### src/verilog/dataIoPkg.sv
// ********************
// shared types and command codes for the SPI download path
// import with a wildcard in the module header of every stage
// that needs one of these definitions
// ********************

package dataIoPkg;

	// one byte as shifted in over SPI
	typedef logic [7:0] byte_t;

	// menu index of the file the host is sending
	typedef logic [4:0] fileIndex_t;

	// byte address in the target RAM, 25 bits fixed by the protocol
	typedef logic [24:0] ramAddr_t;

	// received byte plus its framing
	// isCommand marks the first byte of a select window
	typedef struct packed {
		logic  isCommand;
		byte_t data;
	} spiByte_t;

	// one numbered write towards the RAM
	typedef struct packed {
		ramAddr_t addr;
		byte_t    data;
	} ramWrite_t;

	// ********************
	// file transfer commands
	// ********************
	localparam byte_t cmdFileTx     = 8'h53;
	localparam byte_t cmdFileTxData = 8'h54;
	localparam byte_t cmdFileIndex  = 8'h55;

	// decode FSM, one state per command plus idle and ignore
	typedef enum logic [2:0] {idle, fileTx, fileData, fileIndex, ignore} controlState_t;

endpackage

### src/verilog/byteSync.sv
// ********************
// clock domain crossing from sck to clk
// the toggle from spiByteReceiver passes two flip-flops, then an
// edge against a history flop copies the held byte and pulses rxValid
// ********************

`timescale 1ns/1ps

module byteSync import dataIoPkg::*; (
	input  logic     clk,
	input  logic     ss,
	input  spiByte_t rxData,
	input  logic     byteToggle,
	output logic     rxValid,
	output spiByte_t rxByte
);

	// two-stage synchronizer on the toggle
	logic toggleMeta;
	logic toggleSync;

	// value of toggleSync one clk earlier
	logic toggleHist;

	// a new byte is waiting in rxData
	logic newByte;

	assign newByte = toggleSync ^ toggleHist;

	// ********************
	// toggle synchronizer
	// ********************
	always_ff @(posedge clk or posedge ss) begin
		if (ss) begin
			toggleMeta <= 1'b0;
			toggleSync <= 1'b0;
			toggleHist <= 1'b0;
			rxValid    <= 1'b0;
		end else begin
			toggleMeta <= byteToggle;
			toggleSync <= toggleMeta;
			toggleHist <= toggleSync;
			// one pulse per flip in either direction
			rxValid    <= newByte;
		end
	end

	// rxData has been stable since the toggle flipped, so it is
	// safe to take the whole word here without a synchronizer
	always_ff @(posedge clk) begin
		if (newByte) begin
			rxByte <= rxData;
		end
	end

endmodule

### config.mk
export PLATFORM = sky130hd
export DESIGN_NAME = byteSync
export DESIGN_NICKNAME = d
export VERILOG_FILES = /design/src/verilog/dataIoPkg.sv /design/src/verilog/byteSync.sv
export SDC_FILE = /design/constraint.sdc
export NUM_CORES = 1
export LEC_CHECK = 0
export BUFFER_PORTS_ARGS = -buffer_cell sky130_fd_sc_hd__buf_4
export CELL_PAD_IN_SITES_DETAIL_PLACEMENT = 1
export CELL_PAD_IN_SITES_GLOBAL_PLACEMENT = 1
export CORE_AREA = 5 5 42 44
export CTS_CLUSTER_SIZE = 8
export DETAILED_ROUTE_END_ITERATION = 8
export DIE_AREA = 0 0 47 49
export PLACE_DENSITY_LB_ADDON = 0.1
export RECOVER_POWER = 100
export SLEW_MARGIN = 20
export SYNTH_ARGS = -nofsm -noshare
export SYNTH_HDL_FRONTEND = slang
export SYNTH_SLANG_ARGS = --single-unit
### constraint.sdc
create_clock -name clk -period 1.8 [get_ports clk]
set_clock_uncertainty 0.2 [all_clocks]
set_input_delay 0.09 -clock clk [delete_from_list [all_inputs] [get_ports clk]]
set_output_delay 0.09 -clock clk [all_outputs]
set_load 0.005 [all_outputs]
==> Yosys cells after proc, flatten, opt, wreduce, memory -nomap -nowiden <==
Index checks and enable logic that the tools add are counted.
{ "totals": {"ff_bits": 13, "latch_bits": 0, "mem_bits_rw": 0, "mem_bits_ro": 0, "inputBits": 12, "output_inout_bits": 10, "word_cells": 7, "mem_count": 0} }
{ "classes": {"add_sub_neg": 0, "n_mul": 0, "div_mod_pow": 0, "order_cmp": 0, "n_eq_ne": 0, "n_shift": 0, "muxes": 0, "bitwise": 1, "n_reduce_logical": 0} }
{ "ops": {"columns": ["cell", "n"], "rows": [
  ["$xor 1x1->1", 1]
]} }

==> Depth between registers and ports, before layout <==
{ "depth": {"depth_word": 1, "mapped_depth": 1} }

==> Worst setup path after synthesis <==
Ideal clock, no wire load.
{ "synth_timing": {"kind": "reg2reg", "start": "reg toggleHist", "end": "reg rxByte[0] (netlist name) (enable)", "arrival_time_ps": 890, "t_required_ps": 1221, "setup_slack_ps": 331, "stages_incl_launch_ff": 2, "n_path_buf": 0, "period_less_slack_ps": 1469, "cell_sequence": "dfrtp_1 -> xor2_1"} }
{ "synth_between": {"elab_chain_len": 1} }
{ "synth_rtl": {"columns": ["element", "line", "source"], "rows": [
  ["start: declaration", "byteSync.sv:23", "logic toggleHist;"],
  ["start signal: assignment", "byteSync.sv:42", "toggleHist <= toggleSync;"],
  ["$xor 1x1->1", "byteSync.sv:28", "assign newByte = toggleSync ^ toggleHist;"],
  ["named net newByte", "byteSync.sv:26", "logic newByte;"],
  ["end signal: assignment", "byteSync.sv:52", "rxByte <= rxData;"],
  ["end: declaration", "byteSync.sv:15", "output spiByte_t rxByte"]
]} }
The timed path passes the listed nets, and every way through them passes these cells.
A chain may end at the register's enable or synchronous reset.

==> Worst setup path in the final report <==
{ "layout_timing": {"start": "reg toggleSync", "end": "reg rxByte[6] (netlist name) (enable)"} }
{ "layout_between": {"elab_chain_len": 1} }
{ "layout_rtl": {"columns": ["element", "line", "source"], "rows": [
  ["start: declaration", "byteSync.sv:20", "logic toggleSync;"],
  ["start signal: assignment", "byteSync.sv:41", "toggleSync <= toggleMeta;"],
  ["$xor 1x1->1", "byteSync.sv:28", null],
  ["named net newByte", "byteSync.sv:26", null]
]} }
The timed path passes the listed nets, and every way through them passes these cells.

==> results.md <==
* DR pass1 iterations at 1
* Routability congestion estimate at 0.567
* Non-Filler Instances at 69
* CTS tree: done
* Skew-Pair Late Insertion Delay at 0.26 ns
* Crit Path Max Fanout at 6
* Worst slew margin at 0.792
* Most common cell after layout, fill and taps aside: clkbuf_4
* Overall routing resource usage at 0.0836
* Hold crit path type: in2async
* Die area at 2300 um2
* Worst-path clk slew at 0.07 ns
* Crit path DAT at 1.14 ns
* Cell Pwr Density at 850 nW/um2
* Port bufs at 21
* GRT Residual Overflow at 0
* CP required at 1.54 ns
* Pin count of the biggest net entering global routing at 8
* Share of cells above drive strength 1 at 0.453
* Initial antenna violation count at 0
* Largest area contributor in the netlist: edfxtp_1
* Worst setup SP type: flop
* First-pass GRT wire length at 1240 um
* HPWL Detailed at 546 um
* Syn Std Cell Area at 383 um2
* Iteration-0 DRC Markers at 0
* Final nets at 66
* Site Rows at 14
* Yosys reg bits at 13
* Starting Density at 0.273
* # setup viols final at 0
* Worst Setup End Kind: flop
* CTS sink count at 13
* Max VDD drop at 0.407 mV
* Worst hold slack at 0.0521 ns
* Fillers at 145
* Ant diodes at 0
* Tcrit/Tclk final at 0.778
* Design Area, Final at 704 um2
* Max-Cap Viols at 0
* Mean post-synth cell area at 25.5 um2
* Final hold viol count at 0
* Remaining antenna violation count at 0
* Netlist cell types at 4
* Placed Cells at 54
* Post-route setup TNS at 0 ns
* WL/cell at 10.8 um
* Commonest non-fill, non-tap cells in the layout: 24 x clkbuf_4, 11 x dlygate4sd3_1, 9 x edfxtp_1
* Max Fclk at 714 MHz
* Post-synthesis cell count at 15
* Syn nets at 27
* CTS buffer count at 3
* Top cells by area, synth: edfxtp_1 71%, dfrtp_1 26%, xor2_1 2.3%
* Vias in the first global route at 307
* RSZ-0062 raised after global routing: false
* Leak at 0.304 nW
* Status: completed
* Period minus WS final at 1.40 ns
* Clock Tree Buf Depth at 2
* WL final at 747 um
* Area delta synth->final at 84.0%
* H-tree depth at 1
* Vias per cell at 3.88
* Ys Warns at 0
* Die Ht at 49 um
* Worst Max-Slew Pin Slew at 0.312 ns
* Post-synth top area share at 0.706
* Ports at 22
* Final Max Tran Viols at 0
* WS Path Type: reg2reg
* DP Area at 576 um2
* Die W at 47 um
* # DRC at 0
* CTS resizes at 0
* Vias at 268
* Register area share after synthesis at 0.967
* Root Buffer: clkbuf_4
* CORE AREA at 1400 um2
## per-layer routing
layer | wire (um) | vias to the layer above | global-route usage
met4 | 0 | 0 | 0.0691
li1 | - | 129 | -
met5 | 0 | - | 0
met3 | 72 | 0 | 0.0443
met2 | 460 | 13 | 0.149
met1 | 214 | 126 | 0.0553
## cell type report
| cell class | instances | area, um2 | area share |
|---|---|---|---|
| inverters | 1 | 3.75 | 0.00533 |
| repair buffers | 34 | 275 | 0.391 |
| clock buffers | 4 | 26.3 | 0.0373 |
| flip-flops and latches | 13 | 370 | 0.526 |
| well taps | 16 | 20.0 | 0.0284 |
| multi-input cells | 1 | 8.76 | 0.0124 |
## synthesized netlist by cell type
cell type	instances
dfrtp_1	4
edfxtp_1	9
inv_1	1
xor2_1	1
## worst paths after layout
kind	from	endpoint	slack, ns	depth (start not counted)
setup / recovery	toggleSync$_DFF_PP0_	rxByte[6]$_DFFE_PP_	0.40	2
hold / removal	ss	toggleHist$_DFF_PP0_	0.05	3
setup reg to reg	toggleSync$_DFF_PP0_	rxByte[6]$_DFFE_PP_	0.40	2
hold reg to reg	toggleMeta$_DFF_PP0_	toggleSync$_DFF_PP0_	0.16	0
max in group asynchronous	ss	rxValid$_DFF_PP0_	1.20	3
min in group clk	toggleMeta$_DFF_PP0_	toggleSync$_DFF_PP0_	0.16	0
## metrics by stage
| stage | power, W | utilization | worst slack [ns] |
|---|---|---|---|
| 6_report | 0.000599 | 0.503 | 0.400 |
| 3_3_place_gp | 0.000424 | 0.411 | 0.598 |
| 5_1_grt | 0.000638 | 0.503 | 0.283 |
| 3_5_place_dp | 0.000426 | 0.411 | 0.535 |
| 4_1_cts | 0.000622 | 0.508 | 0.515 |
| 2_1_floorplan | 0.000371 | - | 0.331 |
## worst max-delay path: stages (launching register included)
cell	delay, ns
dfrtp_1	0.39
xor2_1	0.19
clkbuf_1	0.30
## kinds of logic (layout without fill, tap and decap cells)
group     count (synthesis)  in the layout  share of synthesized area
xor+xnor                  1              1                     0.0229
flops                    13             13                      0.967
buf+inv                   1             39                    0.00979
## state kept, by name (all words and copies together) (netlist names)
name	cells
toggleSync	1
toggleMeta	1
rxValid	1
toggleHist	1
rxByte	9
## power breakdown
group	internal, W	switching (W)	total, W	leakage, nW
Combinational	0.0000508	0.0000250	0.0000758	0.155
Sequential	0.000347	0.00000600	0.000353	0.135
Clock	0.0000857	0.0000842	0.000170	0.0150
Total	0.000483	0.000115	0.000599	0.304
## what timing repair did
item                                   4_1_cts  5_1_grt
buffers inserted                             0        0
endpoints found under the hold margin       14        0
hold buffers                                11        0
No activity file was read; power rests on OpenSTA's default activity.
