File: src/verilog/dataIoPkg.sv
// ********************
// shared types and command codes for the SPI download path
// import with a wildcard in the module header of every stage
// that needs one of these definitions
// ********************

package dataIoPkg;

	// one byte as shifted in over SPI
	typedef logic [7:0] byte_t;

	// menu index of the file the host is sending
	typedef logic [4:0] fileIndex_t;

	// byte address in the target RAM, 25 bits fixed by the protocol
	typedef logic [24:0] ramAddr_t;

	// received byte plus its framing
	// isCommand marks the first byte of a select window
	typedef struct packed {
		logic  isCommand;
		byte_t data;
	} spiByte_t;

	// one numbered write towards the RAM
	typedef struct packed {
		ramAddr_t addr;
		byte_t    data;
	} ramWrite_t;

	// ********************
	// file transfer commands
	// ********************
	localparam byte_t cmdFileTx     = 8'h53;
	localparam byte_t cmdFileTxData = 8'h54;
	localparam byte_t cmdFileIndex  = 8'h55;

	// decode FSM, one state per command plus idle and ignore
	typedef enum logic [2:0] {idle, fileTx, fileData, fileIndex, ignore} controlState_t;

endpackage

File: src/verilog/downloadControl.sv
// ********************
// command decoder for the file transfer protocol
// a command byte selects the state, the payload bytes that follow
// start or stop a download, produce RAM writes or set the menu index
// ********************

`timescale 1ns/1ps

module downloadControl import dataIoPkg::*; (
	input  logic       clk,
	input  logic       ss,
	input  logic       rxValid,
	input  spiByte_t   rxByte,
	output logic       wrValid,
	output ramWrite_t  wrEntry,
	output logic       downloading,
	output fileIndex_t index
);

	controlState_t state;

	// address of the next file byte
	ramAddr_t addr;

	// ********************
	// command FSM
	// ********************
	always_ff @(posedge clk or posedge ss) begin
		if (ss) begin
			state       <= idle;
			addr        <= '0;
			downloading <= 1'b0;
			index       <= '0;
			wrValid     <= 1'b0;
		end else begin
			// write strobe is a single cycle
			wrValid <= 1'b0;
			if (rxValid) begin
				if (rxByte.isCommand) begin
					// first byte of a window picks what the payload means
					case (rxByte.data)
						cmdFileTx:     state <= fileTx;
						cmdFileTxData: state <= fileData;
						cmdFileIndex:  state <= fileIndex;
						default:       state <= ignore;
					endcase
				end else begin
					case (state)
						fileTx: begin
							// bit 0 opens a new file at address zero
							if (rxByte.data[0]) begin
								addr        <= '0;
								downloading <= 1'b1;
							end else begin
								downloading <= 1'b0;
							end
						end
						fileData: begin
							wrValid <= 1'b1;
							addr    <= addr + 1'b1;
						end
						fileIndex: begin
							index <= rxByte.data[4:0];
						end
						// idle and unknown commands drop their payload
						default: ;
					endcase
				end
			end
		end
	end

	// write payload, only meaningful while wrValid is high
	always_ff @(posedge clk) begin
		if (rxValid && !rxByte.isCommand && state == fileData) begin
			wrEntry.addr <= addr;
			wrEntry.data <= rxByte.data;
		end
	end

endmodule

File: config.mk
export PLATFORM = sky130hd
export DESIGN_NAME = downloadControl
export DESIGN_NICKNAME = d
export VERILOG_FILES = /design/src/verilog/dataIoPkg.sv /design/src/verilog/downloadControl.sv
export SDC_FILE = /design/constraint.sdc
export NUM_CORES = 1
export LEC_CHECK = 0
export BUFFER_PORTS_ARGS = -buffer_cell sky130_fd_sc_hd__buf_2
export CORE_ASPECT_RATIO = 0.6
export CORE_MARGIN = 8
export CORE_UTILIZATION = 47
export DETAILED_ROUTE_END_ITERATION = 12
export GPL_TIMING_DRIVEN = 0
export PLACE_DENSITY_LB_ADDON = 0.05
export SLEW_MARGIN = 20
export SYNTH_ARGS = -nofsm -noshare
export SYNTH_HDL_FRONTEND = slang
export SYNTH_SLANG_ARGS = --single-unit
File: constraint.sdc
create_clock -name clk -period 4.1 [get_ports clk]
set_input_delay 0.615 -clock clk [delete_from_list [all_inputs] [get_ports clk]]
set_output_delay 0.615 -clock clk [all_outputs]
set_load 0.005 [all_outputs]
# [Yosys cells after proc, flatten, opt, wreduce, memory -nomap -nowiden]
# Index checks and enable logic that the tools add are counted.
[classes] add_sub_neg=1 eq_ne=7 n_mux=7 n_bitwise=1 reduce_logical=8
[ops] op="$pmux 25 s2" n=1
[ops] op="$add 25x1->25 const B" n=1
[ops] op="$mux 25" n=1
[ops] op="$eq 8x7->1 const B" n=3
[ops] op="$pmux 3 s3" n=1
[ops] op="$eq 3x2->1 const B" n=2
[ops] op="$reduce_and 3->1" n=2
[ops] op="$mux 1" n=4
[ops] op="$reduce_and 4->1" n=1
[ops] op="$eq 3x1->1 const B" n=1
[ops] op="$logic_and 1x1->1" n=2
[ops] op="$ne 2x2->1 const B" n=1
[ops] op="$reduce_and 2->1" n=1
[ops] op="$reduce_bool 2->1" n=1
[ops] op="$logic_not 1->1" n=1
[ops] op="$not 1->1" n=1
[totals] ff_bits=68 inputBits=12 out_inout_bits=40 wordCells=31

# [Logic depth before layout (Yosys ltp)]
[depth] word_depth=4 depth_mapped=7 ltp_nobuf=5

# [Worst setup path after synthesis]
# OpenSTA, ideal clock, no wires.
[synth_timing] path_kind="input port to flip-flop" start="in rxByte[0] (netlist bit)" end="reg addr[0]" setup_ps=75 arrival_time_ps=3132 t_required_ps=4025 path_slack_ps=893 path_stages=7 path_buffers=3 cell_sequence="buf_4 and3b_1 buf_2 o21ai_4 buf_4 nor2_1 mux2_2"
[synth_via] elab_chain_len=2
[synth_rtl] item="start, declared" line="downloadControl.sv:13" text="input spiByte_t rxByte,"
[synth_rtl] item="$ne 2x2->1 (no source line)"
[synth_rtl] item="$reduce_and 4->1 (no source line)"
[synth_rtl] item="end signal, assigned" line="downloadControl.sv:60" text="addr <= addr + 1'b1;"
[synth_rtl] item="end, declared" line="downloadControl.sv:23" text="ramAddr_t addr;"
# No other way between the ends.
# A chain may end at the register's enable or synchronous reset.

# [Worst setup path in the final report]
[layout_timing] start="reg state[2]" end="reg wrEntry[26] (netlist bit), enable pin"
[layout_via] elab_chain_len=2
[layout_rtl] item="start, declared" line="downloadControl.sv:20" text="controlState_t state;"
[layout_rtl] item="start signal, assigned" line="downloadControl.sv:30" text="state <= idle;"
[layout_rtl] item="start signal, assigned" line="downloadControl.sv:42" text="cmdFileTx: state <= fileTx;"
[layout_rtl] item="start signal, assigned" line="downloadControl.sv:43" text="cmdFileTxData: state <= fileData;"
[layout_rtl] item="$eq 3x2->1" line="downloadControl.sv:75" text="if (rxValid && !rxByte.isCommand && state == fileData) begin"
[layout_rtl] item="$logic_and 1x1->1" line="downloadControl.sv:75"
[layout_rtl] item="end, declared" line="downloadControl.sv:15" text="output ramWrite_t wrEntry,"
# No other way between the ends.

==> key figures <==
Timing
  • TNS Setup: 0 ps
  • Slew Limit Fails: 0
  • Final Cycle Share: 0.548
  • Max Clk Rate: 445 MHz
  • Worst clock skew: 5.52 ps
  • Final setup margin: 1850 ps
  • RSZ-0062 raised after global routing: false
  • Slew headroom: 0.615
  • Worst slew pin tran: 576 ps
  • Final Hold Fails: 0
  • Min Tclk post-route: 2250 ps
  • Hold Slack: 176 ps
  • Count of final setup violators: 0

Clock network
  • Longest Clk Path Bufs: 2
  • # clock sinks: 68
  • H-tree depth: 3
  • Total clock buffers created by CTS: 9
  • Post-CTS Resized: 0
  • Skew-Pair Late Insertion Delay: 330 ps
  • Clock transition at path regs: 70 ps
  • Root Driver: clkbuf_8
  • Post-CTS Hold Buffers: 0
  • TritonCTS clock tree: yes
  • Post-CTS Setup Inserts: 0

Logic synthesis
  • Syn Area/Cell: 12.9 sq um
  • Mapped Area: 2910 sq um
  • Commonest cells in the netlist: dfrtp_1 (35), edfxtp_1 (33), nand2_1 (22)
  • Ys async rst share: 0.515
  • Synth Register Bits: 68
  • Top post-synthesis cells by area: edfxtp_1 (34%), dfrtp_1 (30%), nand2_1 (2.8%), mux2i_1 (2.8%), o31ai_1 (2.1%)
  • Count of cell types in the netlist: 45
  • Cell taking the most area after synthesis: edfxtp_1
  • Sequential fraction of the synthesis area: 0.641
  • Synth Instances: 226
  • Ys Warns: 0
  • Top cell type's share of synthesized area: 0.340
  • Post-synth EDFFs: 33
  • Syn_nets: 239
  • Prevailing post-synth register cell: dfrtp_1
  • Most frequent cell after synthesis: dfrtp_1

Floorplanning
  • Die H: 77.0 microns
  • Die area: 9050 sq um
  • Initial Util: 0.481
  • Die X: 118 microns
  • Rows: 22
  • IO Count: 52
  • Core Footprint: 6060 sq um

GRT
  • Tot GR Track Use: 0.147
  • Grt total ovfl: 0
  • Pin count of the biggest net entering global routing: 30
  • Number of global-route vias before repair: 2093
  • First-pass GRT wire length: 10.7 mm
  • Antenna violations before repair: 0

Cells and area
  • Fraction of layout cells with a size suffix above 1: 0.288
  • Antenna cell count: 0
  • Post-Layout Cell Count: 379
  • Area used by multi-input combinational logic: 962 sq um
  • Area Growth Syn to Fin: 19.9%
  • Final core occ: 0.576
  • FF+latch area: 1870 sq um
  • Fill count: 562
  • Layout Nets: 303

Detailed routing
  • 1st-iter DRT viols: 180
  • Pre-antenna DRT Iters: 4
  • Remaining routing DRC violations: 0
  • WL final: 6.15 mm
  • Detail Route Antenna Nets: 0
  • Wire per inst: 16.2 microns
  • Routed via count: 2059
  • Vias per cell: 5.43

Critical path
  • CP Class: reg -> reg
  • Crit. End Element: register
  • Critical path data required time: 4140 ps
  • CP Launch Type: register
  • Critical Path AT: 2290 ps
  • CP max FO: 18

Place
  • Placed Cells: 363
  • Place WS: 1480 ps
  • HPWL Detailed: 4.28 mm
  • Final GP Congestion: 0.780
  • Port bufs: 51

Run
  • Max-cap violations: 0

Power
  • Leakage: 0.00139 uW
  • Max rail drop VDD: 0.219 mV
  • PwrDens: 345 nW/um^2

Worst hold path
  • HP Class: in -> async

Outcome
  • Outcome: finished clean
## state kept, by name, indices dropped and copies added (netlist names)
name / count
wrValid: 1
wrEntry: 33
index: 5
addr: 25
downloading: 1
state: 3
## cells by family after synthesis
kind of cell,after synthesis,synth area share
buffers and inverters,19,0.0305
AND/OR/NAND/NOR,84,0.172
adder cells (fa/ha/maj),1,0.00430
multiplexers,12,0.0430
flip-flops,68,0.641
XOR/XNOR,4,0.0120
AO/OA/AOI/OAI,38,0.0972
## critical path, cell delays in order (launching register included)
cell and delay [ps]:
dfrtp_1 430, nor3b_4 400, o21ai_4 190, buf_4 230, nor2_4 480, buf_16 230
## cell type report
class / instances / share of cell area
flip-flops and latches: 68 / 0.535
multi-input cells: 139 / 0.276
repair buffers: 53 / 0.0868
clock buffers: 13 / 0.0427
well taps: 84 / 0.0301
plain buffers: 12 / 0.0179
inverters: 7 / 0.00753
clock inverters: 3 / 0.00395
## placed cells by master, fill, tap and decap left out, types with 8 or more instances in the layout
| cell type | n |
|---|---|
| nand3_1 | 10 |
| or4_1 | 8 |
| buf_2 | 57 |
| nand2_1 | 22 |
| nand2b_1 | 8 |
| a21oi_1 | 9 |
| edfxtp_1 | 33 |
| o31ai_1 | 8 |
| clkbuf_8 | 10 |
| dfrtp_1 | 35 |
| mux2i_1 | 8 |
## layer usage
| metal | up-vias | share of wire | global-route usage | routed length (microns) |
|---|---|---|---|---|
| li1 | 986 | - | - | - |
| met1 | 1012 | 0.50 | 0.201 | 3050 |
| met2 | 59 | 0.43 | 0.206 | 2660 |
| met3 | 2 | 0.067 | 0.0599 | 413 |
| met4 | 0 | 0.0042 | 0.0483 | 26 |
| met5 | - | 0 | 0 | 0 |
## path summary, 6_finish.rpt
check                      slack [ps]           to         from  depth (start not counted)
min                               180     addr[22]           ss                          2
max reg2reg                      1850  wrEntry[26]     state[2]                          5
min reg2reg                       480  downloading  downloading                          1
min in group clk                  470   wrEntry[0]    rxByte[0]                          1
max in group asynchronous        3520      addr[9]           ss                          3
max                              1850  wrEntry[26]     state[2]                          5
## per-stage QoR
stage / power, uW / instance area [sq um]
finish: 1200 / 3490
global route: 1250 / 3490
CTS: 1220 / 3490
detailed placement: 752 / 3330
global placement: 750 / 3270
floorplan: 738 / 2910
## power by group
part           internal [uW]  switching (uW)  leakage [uW]
combinational           9.09            16.0      0.000574
clock                    233             232     0.0000848
sequential               712           0.484      0.000734
total                    954             248       0.00139
Power figures use the tool's default switching activity.
