## src/verilog/dataIoPkg.sv

```systemverilog
// ********************
// shared types and command codes for the SPI download path
// import with a wildcard in the module header of every stage
// that needs one of these definitions
// ********************

package dataIoPkg;

	// one byte as shifted in over SPI
	typedef logic [7:0] byte_t;

	// menu index of the file the host is sending
	typedef logic [4:0] fileIndex_t;

	// byte address in the target RAM, 25 bits fixed by the protocol
	typedef logic [24:0] ramAddr_t;

	// received byte plus its framing
	// isCommand marks the first byte of a select window
	typedef struct packed {
		logic  isCommand;
		byte_t data;
	} spiByte_t;

	// one numbered write towards the RAM
	typedef struct packed {
		ramAddr_t addr;
		byte_t    data;
	} ramWrite_t;

	// ********************
	// file transfer commands
	// ********************
	localparam byte_t cmdFileTx     = 8'h53;
	localparam byte_t cmdFileTxData = 8'h54;
	localparam byte_t cmdFileIndex  = 8'h55;

	// decode FSM, one state per command plus idle and ignore
	typedef enum logic [2:0] {idle, fileTx, fileData, fileIndex, ignore} controlState_t;

endpackage

```

## src/verilog/writeQueue.sv

```systemverilog
// ********************
// write buffer between the decoder and the external RAM
// entries leave one per cycle while credits remain; the RAM hands
// a credit back per creditReturn pulse. a push into a full queue is
// dropped and latches overflow until reset
// ********************

`timescale 1ns/1ps

module writeQueue import dataIoPkg::*; #(
	parameter int QueueDepth = 8,
	parameter int RamCredits = 4
) (
	input  logic      clk,
	input  logic      ss,
	input  logic      wrValid,
	input  ramWrite_t wrEntry,
	input  logic      creditReturn,
	output logic      ramValid,
	output ramWrite_t ramWrite,
	output logic      overflow
);

	localparam int PtrWidth    = (QueueDepth > 1) ? $clog2(QueueDepth) : 1;
	localparam int FillWidth   = $clog2(QueueDepth + 1);
	localparam int CreditWidth = $clog2(RamCredits + 1);

	typedef logic [PtrWidth-1:0]    queuePtr_t;
	typedef logic [FillWidth-1:0]   queueFill_t;
	typedef logic [CreditWidth-1:0] credit_t;

	ramWrite_t  entries [QueueDepth];
	queuePtr_t  wrPtr;
	queuePtr_t  rdPtr;
	queueFill_t fill;
	credit_t    credits;

	logic full;
	logic empty;
	logic push;
	logic pop;

	// circular increment, depth need not be a power of two
	function automatic queuePtr_t nextPtr(queuePtr_t ptr);
		if (ptr == queuePtr_t'(QueueDepth - 1)) begin
			return '0;
		end
		return ptr + 1'b1;
	endfunction

	assign full  = (fill == queueFill_t'(QueueDepth));
	assign empty = (fill == '0);

	// issue whenever there is something to send and the RAM has room
	assign pop  = !empty && (credits != '0);
	// a slot freed by this cycle's pop can take the new entry
	assign push = wrValid && (!full || pop);

	assign ramValid = pop;
	assign ramWrite = entries[rdPtr];

	// ********************
	// storage
	// ********************
	always_ff @(posedge clk) begin
		if (push) begin
			entries[wrPtr] <= wrEntry;
		end
	end

	// ********************
	// pointers, fill and credits
	// ********************
	always_ff @(posedge clk or posedge ss) begin
		if (ss) begin
			wrPtr    <= '0;
			rdPtr    <= '0;
			fill     <= '0;
			credits  <= credit_t'(RamCredits);
			overflow <= 1'b0;
		end else begin
			if (push) begin
				wrPtr <= nextPtr(wrPtr);
			end
			if (pop) begin
				rdPtr <= nextPtr(rdPtr);
			end
			case ({push, pop})
				2'b10:   fill <= fill + 1'b1;
				2'b01:   fill <= fill - 1'b1;
				default: ;
			endcase
			// spend on issue, refill on return; both at once cancel
			case ({pop, creditReturn})
				2'b10:   credits <= credits - 1'b1;
				2'b01:   credits <= credits + 1'b1;
				default: ;
			endcase
			// sticky, a lost byte spoils the whole file
			if (wrValid && !push) begin
				overflow <= 1'b1;
			end
		end
	end

endmodule

```

## config.mk

```make
export PLATFORM = sky130hd
export DESIGN_NAME = writeQueue
export DESIGN_NICKNAME = d
export VERILOG_FILES = /design/src/verilog/dataIoPkg.sv /design/src/verilog/writeQueue.sv
export SDC_FILE = /design/constraint.sdc
export NUM_CORES = 1
export LEC_CHECK = 0
export ABC_AREA = 1
export CORE_ASPECT_RATIO = 2
export CORE_MARGIN = 2
export CORE_UTILIZATION = 55
export DETAILED_ROUTE_END_ITERATION = 8
export DONT_BUFFER_PORTS = 1
export GPL_ROUTABILITY_DRIVEN = 0
export PLACE_DENSITY_LB_ADDON = 0.2
export SYNTH_ARGS = -nofsm -noshare
export SYNTH_HDL_FRONTEND = slang
export SYNTH_SLANG_ARGS = --single-unit
```

## constraint.sdc

```tcl
create_clock -name clk -period 5.9 [get_ports clk]
set_clock_uncertainty 0.1 [all_clocks]
set_input_delay 0 -clock clk [delete_from_list [all_inputs] [get_ports clk]]
set_output_delay 0 -clock clk [all_outputs]
set_load 0.01 [all_outputs]
```

# == Yosys cells after proc, flatten, opt, wreduce, memory -nomap -nowiden ==
# Memory sizes are Yosys's and may differ from the RTL's.
# Index checks and enable logic that the tools add are counted.
# classes
n_addsub,6
muxes,12
eq_ne,7
reduce_logical,11
# ops
cell,count
3-bit two-way mux,4
3-bit by 1-bit adder with 3-bit output (second input constant),3
4-bit one-hot mux with 2 select lines,1
3-bit == test (second input constant),2
1-bit two-way mux,6
3-bit one-hot mux with 2 select lines,1
4-bit by 1-bit adder with 4-bit output (second input constant),1
2-bit by 1-bit == test with 1-bit output (second input constant),2
2-bit == test (second input constant),2
4-bit == test (second input constant),1
4-bit logical NOT,1
2-bit nonzero test,2
4-bit by 1-bit subtractor with 4-bit output (second input constant),1
1-bit logical AND,3
1-bit logical NOT,3
3-bit nonzero test,1
3-bit by 1-bit subtractor with 3-bit output (second input constant),1
1-bit logical OR,1
# totals
reg_bits,14
ram_bits,264
output_inout_bits,35
memories,1
wordCells,42
input_bits,37
# memory_table
name,words,width,read_ports,rd_clocked_by_memory_dff,write_ports,line_no,source
entries,8,33,1,0,1,writeQueue.sv:32,ramWrite_t entries [QueueDepth];

# == Logic depth before layout (Yosys ltp) ==
# logic_depth
word_depth,7
depth_mapped,14

# == Worst setup path before layout ==
# No wires, ideal clock.
# synth_timing
path_type,reg2reg
start,reg credits[2]
end,mem entries[1][0] (netlist bit) (enable)
setup_time_ps,506
synth_period_minus_slack_ps,4749
stages_incl_launch_ff,8
required_time_ps,5294
t_arrival_ps,4143
slack_ps,1151
path_cell_list,dfstp_2 inv_1 nand2_1 nand2_4 nand2_4 nand2_4 buf_6 nor4_1
# synth_between
elab_chain_len,6
# synth_rtl
element,line_no,source
"start, declared",writeQueue.sv:36,credit_t credits;
"start signal, assigned",writeQueue.sv:79,credits <= credit_t'(RamCredits);
"start signal, assigned",writeQueue.sv:95,2'b10: credits <= credits - 1'b1;
"start signal, assigned",writeQueue.sv:96,2'b01: credits <= credits + 1'b1;
3-bit nonzero test,writeQueue.sv:55,assign pop = !empty && (credits != '0);
1-bit logical AND,writeQueue.sv:55,
1-bit logical OR,writeQueue.sv:57,assign push = wrValid && (!full || pop);
1-bit logical AND,writeQueue.sv:57,
1-bit two-way mux,writeQueue.sv:66,if (push) begin
1-bit two-way mux (implied by the code),writeQueue.sv:67,entries[wrPtr] <= wrEntry;
"end, declared",writeQueue.sv:32,
# Every way passes these cells.

==> results.txt <==
Status: finished, final reports clean
Row cnt: 73
Most frequent cells in the layout: 264 x edfxtp_1, 140 x nor2_1, 112 x o21ai_0
Die area: 21500 µm²
Initial Util: 56.1%
Post-Route WL: 23.2 mm
Slew at the pin closest to its max-slew limit: 1010 ps
Critical path startpoint category: register
MaxCap Viol Count: 0
Initial antenna violation count: 0
Synthesized area: 11200 µm²
Clock Sinks: 278
Seq/Total Area, Yosys: 74.1%
Slew HR: 32.8%
Number of clock buffers inserted by TritonCTS: 24
Syn_nets: 885
Worst hold endpoint: entries[4][7]$_DFFE_PP_
DRT antenna net count: 0
Worst path most repeated cell: nand2_1
Fin crit share: 57.6%
Clock Tree Buf Depth: 3
1st-pass router iterations: 5
FF-to-FF End: entries[2][26]$_DFFE_PP_
Final Hold Viols: 0
Vias in the first global route: 6964
# IOs: 72
Worst skew pair latency: 510 ps
Syn. warnings: 0
Largest net degree at the start of global routing: 88
CP cell instances: clkinv_2, buf_4, o21ai_0, o21ai_1, nand2_1, nand2_1
Post_cts resized: 0
# DRC: 0
Final #Nets: 922
Wire length per cell: 20.0 µm
Final slew viol count: 0
Dpl hpwl: 13.3 mm
CP required: 5800 ps
Crit-path leading delay family: buffers and inverters
RSZ-0062 raised after global routing: false
Power per cell area: 484 nW/µm²
Post-Syn Instances: 839
Routed vias: 6683
Yosys reg bits: 278
Layout Cells excl Fill: 1156
Total grt overflow: 0
Clock-pin transition on the worst setup and hold timing paths: 60 ps
Design area: 12500 µm²
Global-route wire length before repair: 36.7 mm
Fillers: 1552
Initial DRC Count: 417
Port Buf Inserts: 0
CP arrival: 3300 ps
Setup Viol. Count Final: 0
CTS tree: yes
Max stage delay on crit path: 840 ps
Core area: 19900 µm²
Clock root buffer: clkbuf_16
Tmin final: 3400 ps
Reg2Reg Depth: 7
Hold Startpoint: wrEntry[7]
Flop2flop setup slack: 3420 ps
Syn-to-layout area delta: 12.3%
Placed insts: 1074
Layout cell share with drive strength beyond 1: 8.61%
Maximum vdd ir drop: 0.426 mV
WHS Path Cells: 1
Total GRT Usage: 21.8%
Most common cell after layout, fill and taps aside: edfxtp_1
Netlist cell types: 30
Ant diodes: 0
R2r startpoint: credits[2]$_DFFE_PP1P_
WS Path Type: register to output port
CP endpoint kind: output port
Post-DP Area: 11400 µm²
P_leak: 4.40 nW
Avg Inst Size Synth: 13.3 µm²
Critical Path Fanout Max: 63
Post-route setup TNS: 0 ps
Postcts setup bufs: 0
Via-per-instance ratio: 5.78
Worst path buffer plus inverter count: 2
Fmax: 0.294 GHz
Slowest cell on the critical path: clkinv_2
Worst min-delay path category: primary input to register
Die Width: 105 µm
H-tree depth: 1
Die Ht: 206 µm
==> Yosys cell counts, drive strengths merged <==
| library cell | number | share of area (%) |
|---|---|---|
| fa | 2 | 0.36 |
| ha | 7 | 0.78 |
| nor4 | 8 | 0.45 |
| inv | 17 | 0.57 |
| nand3 | 7 | 0.31 |
| mux2 | 1 | 0.10 |
| o21bai | 1 | 0.067 |
| xor2 | 2 | 0.16 |
| a21oi | 5 | 0.22 |
| clkbuf | 18 | 0.64 |
| xnor2 | 2 | 0.16 |
| dfrtp | 13 | 2.9 |
| mux2i | 33 | 3.0 |
| nand2 | 117 | 4.2 |
| buf | 30 | 2.1 |
| nor2 | 140 | 4.7 |
| o21ai | 137 | 6.1 |
| edfxtp | 264 | 71 |
| o22ai | 33 | 1.8 |
| clkinv | 1 | 0.034 |
| dfstp | 1 | 0.24 |
==> per-stage QoR <==
| step | hold WS [ps] | util [%] | power (mW) | worst slack (ps) |
|---|---|---|---|---|
| 6_report | 188 | 63.0 | 6.07 | 2500 |
| 5_1_grt | 204 | 63.0 | 6.46 | 2220 |
| 4_1_cts | 177 | 63.0 | 6.11 | 2490 |
| 3_5_place_dp | -111 | 57.3 | 4.57 | 3050 |
| 3_3_place_gp | -134 | 57.3 | 4.48 | 3150 |
| 2_1_floorplan | -211 | - | 4.16 | 1150 |
==> flip-flops by register name (all words and copies together) (netlist names) <==
name / count
overflow: 1
credits: 3
entries: 264
rdPtr: 3
wrPtr: 3
fill: 4
==> kinds of logic after synthesis <==
| group | share of synthesized area, % |
|---|---|
| xor gates and xnor gates | 0.314 |
| adders and majority gates | 1.14 |
| AOI/OAI and AO/OA | 8.28 |
| buffers and inverters | 3.37 |
| and+or+nand+nor | 9.71 |
| muxes | 3.06 |
| DFF | 74.1 |
==> routing by layer <==
layer / part of all wire, % / track usage (%) / vias up
met2: 55 / 40.5 / 170
li1: - / - / 3102
met1: 38 / 25.5 / 3371
met3: 5.0 / 3.07 / 40
met4: 2.3 / 7.62 / 0
met5: 0 / 0 / -
==> where the power goes <==
group	switching [mW]	internal [mW]	total [mW]	leakage [nW]
combinational	1.25	0.584	1.83	1.47
clock	0.652	0.858	1.51	0.379
sequential	0.264	2.46	2.73	2.56
total	2.16	3.91	6.07	4.40
==> repair_timing <==
| action | in CTS | in global routing |
|---|---|---|
| setup endpoints to repair | 0 | 0 |
| hold buffers | 38 | 0 |
| hold endpoints to repair | 298 | 0 |
==> worst max path at each step <==
stage,start,endpoint,slack [ps],cells past startpoint
final,rdPtr[0]$_DFFE_PP0P_,ramWrite[13],2500,6
after global routing,rdPtr[0]$_DFFE_PP0P_,ramWrite[29],2220,6
after detailed placement,rdPtr[0]$_DFFE_PP0P_,ramWrite[13],3050,6
after global placement,rdPtr[0]$_DFFE_PP0P_,ramWrite[24],3150,6
after CTS,rdPtr[0]$_DFFE_PP0P_,ramWrite[13],2490,6
after floorplan,credits[2]$_DFFE_PP1P_,entries[1][0]$_DFFE_PP_,1150,7
==> cell type report <==
class	instances	area (µm²)	share of cell area, %
clock inverters	9	67.6	0.538
clock buffers	35	693	5.52
flip-flops and latches	278	8290	66.1
multi-input cells	495	2560	20.4
well taps	262	328	2.61
inverters	18	68.8	0.548
repair buffers	59	538	4.29
(Power assumes the default switching activity.)
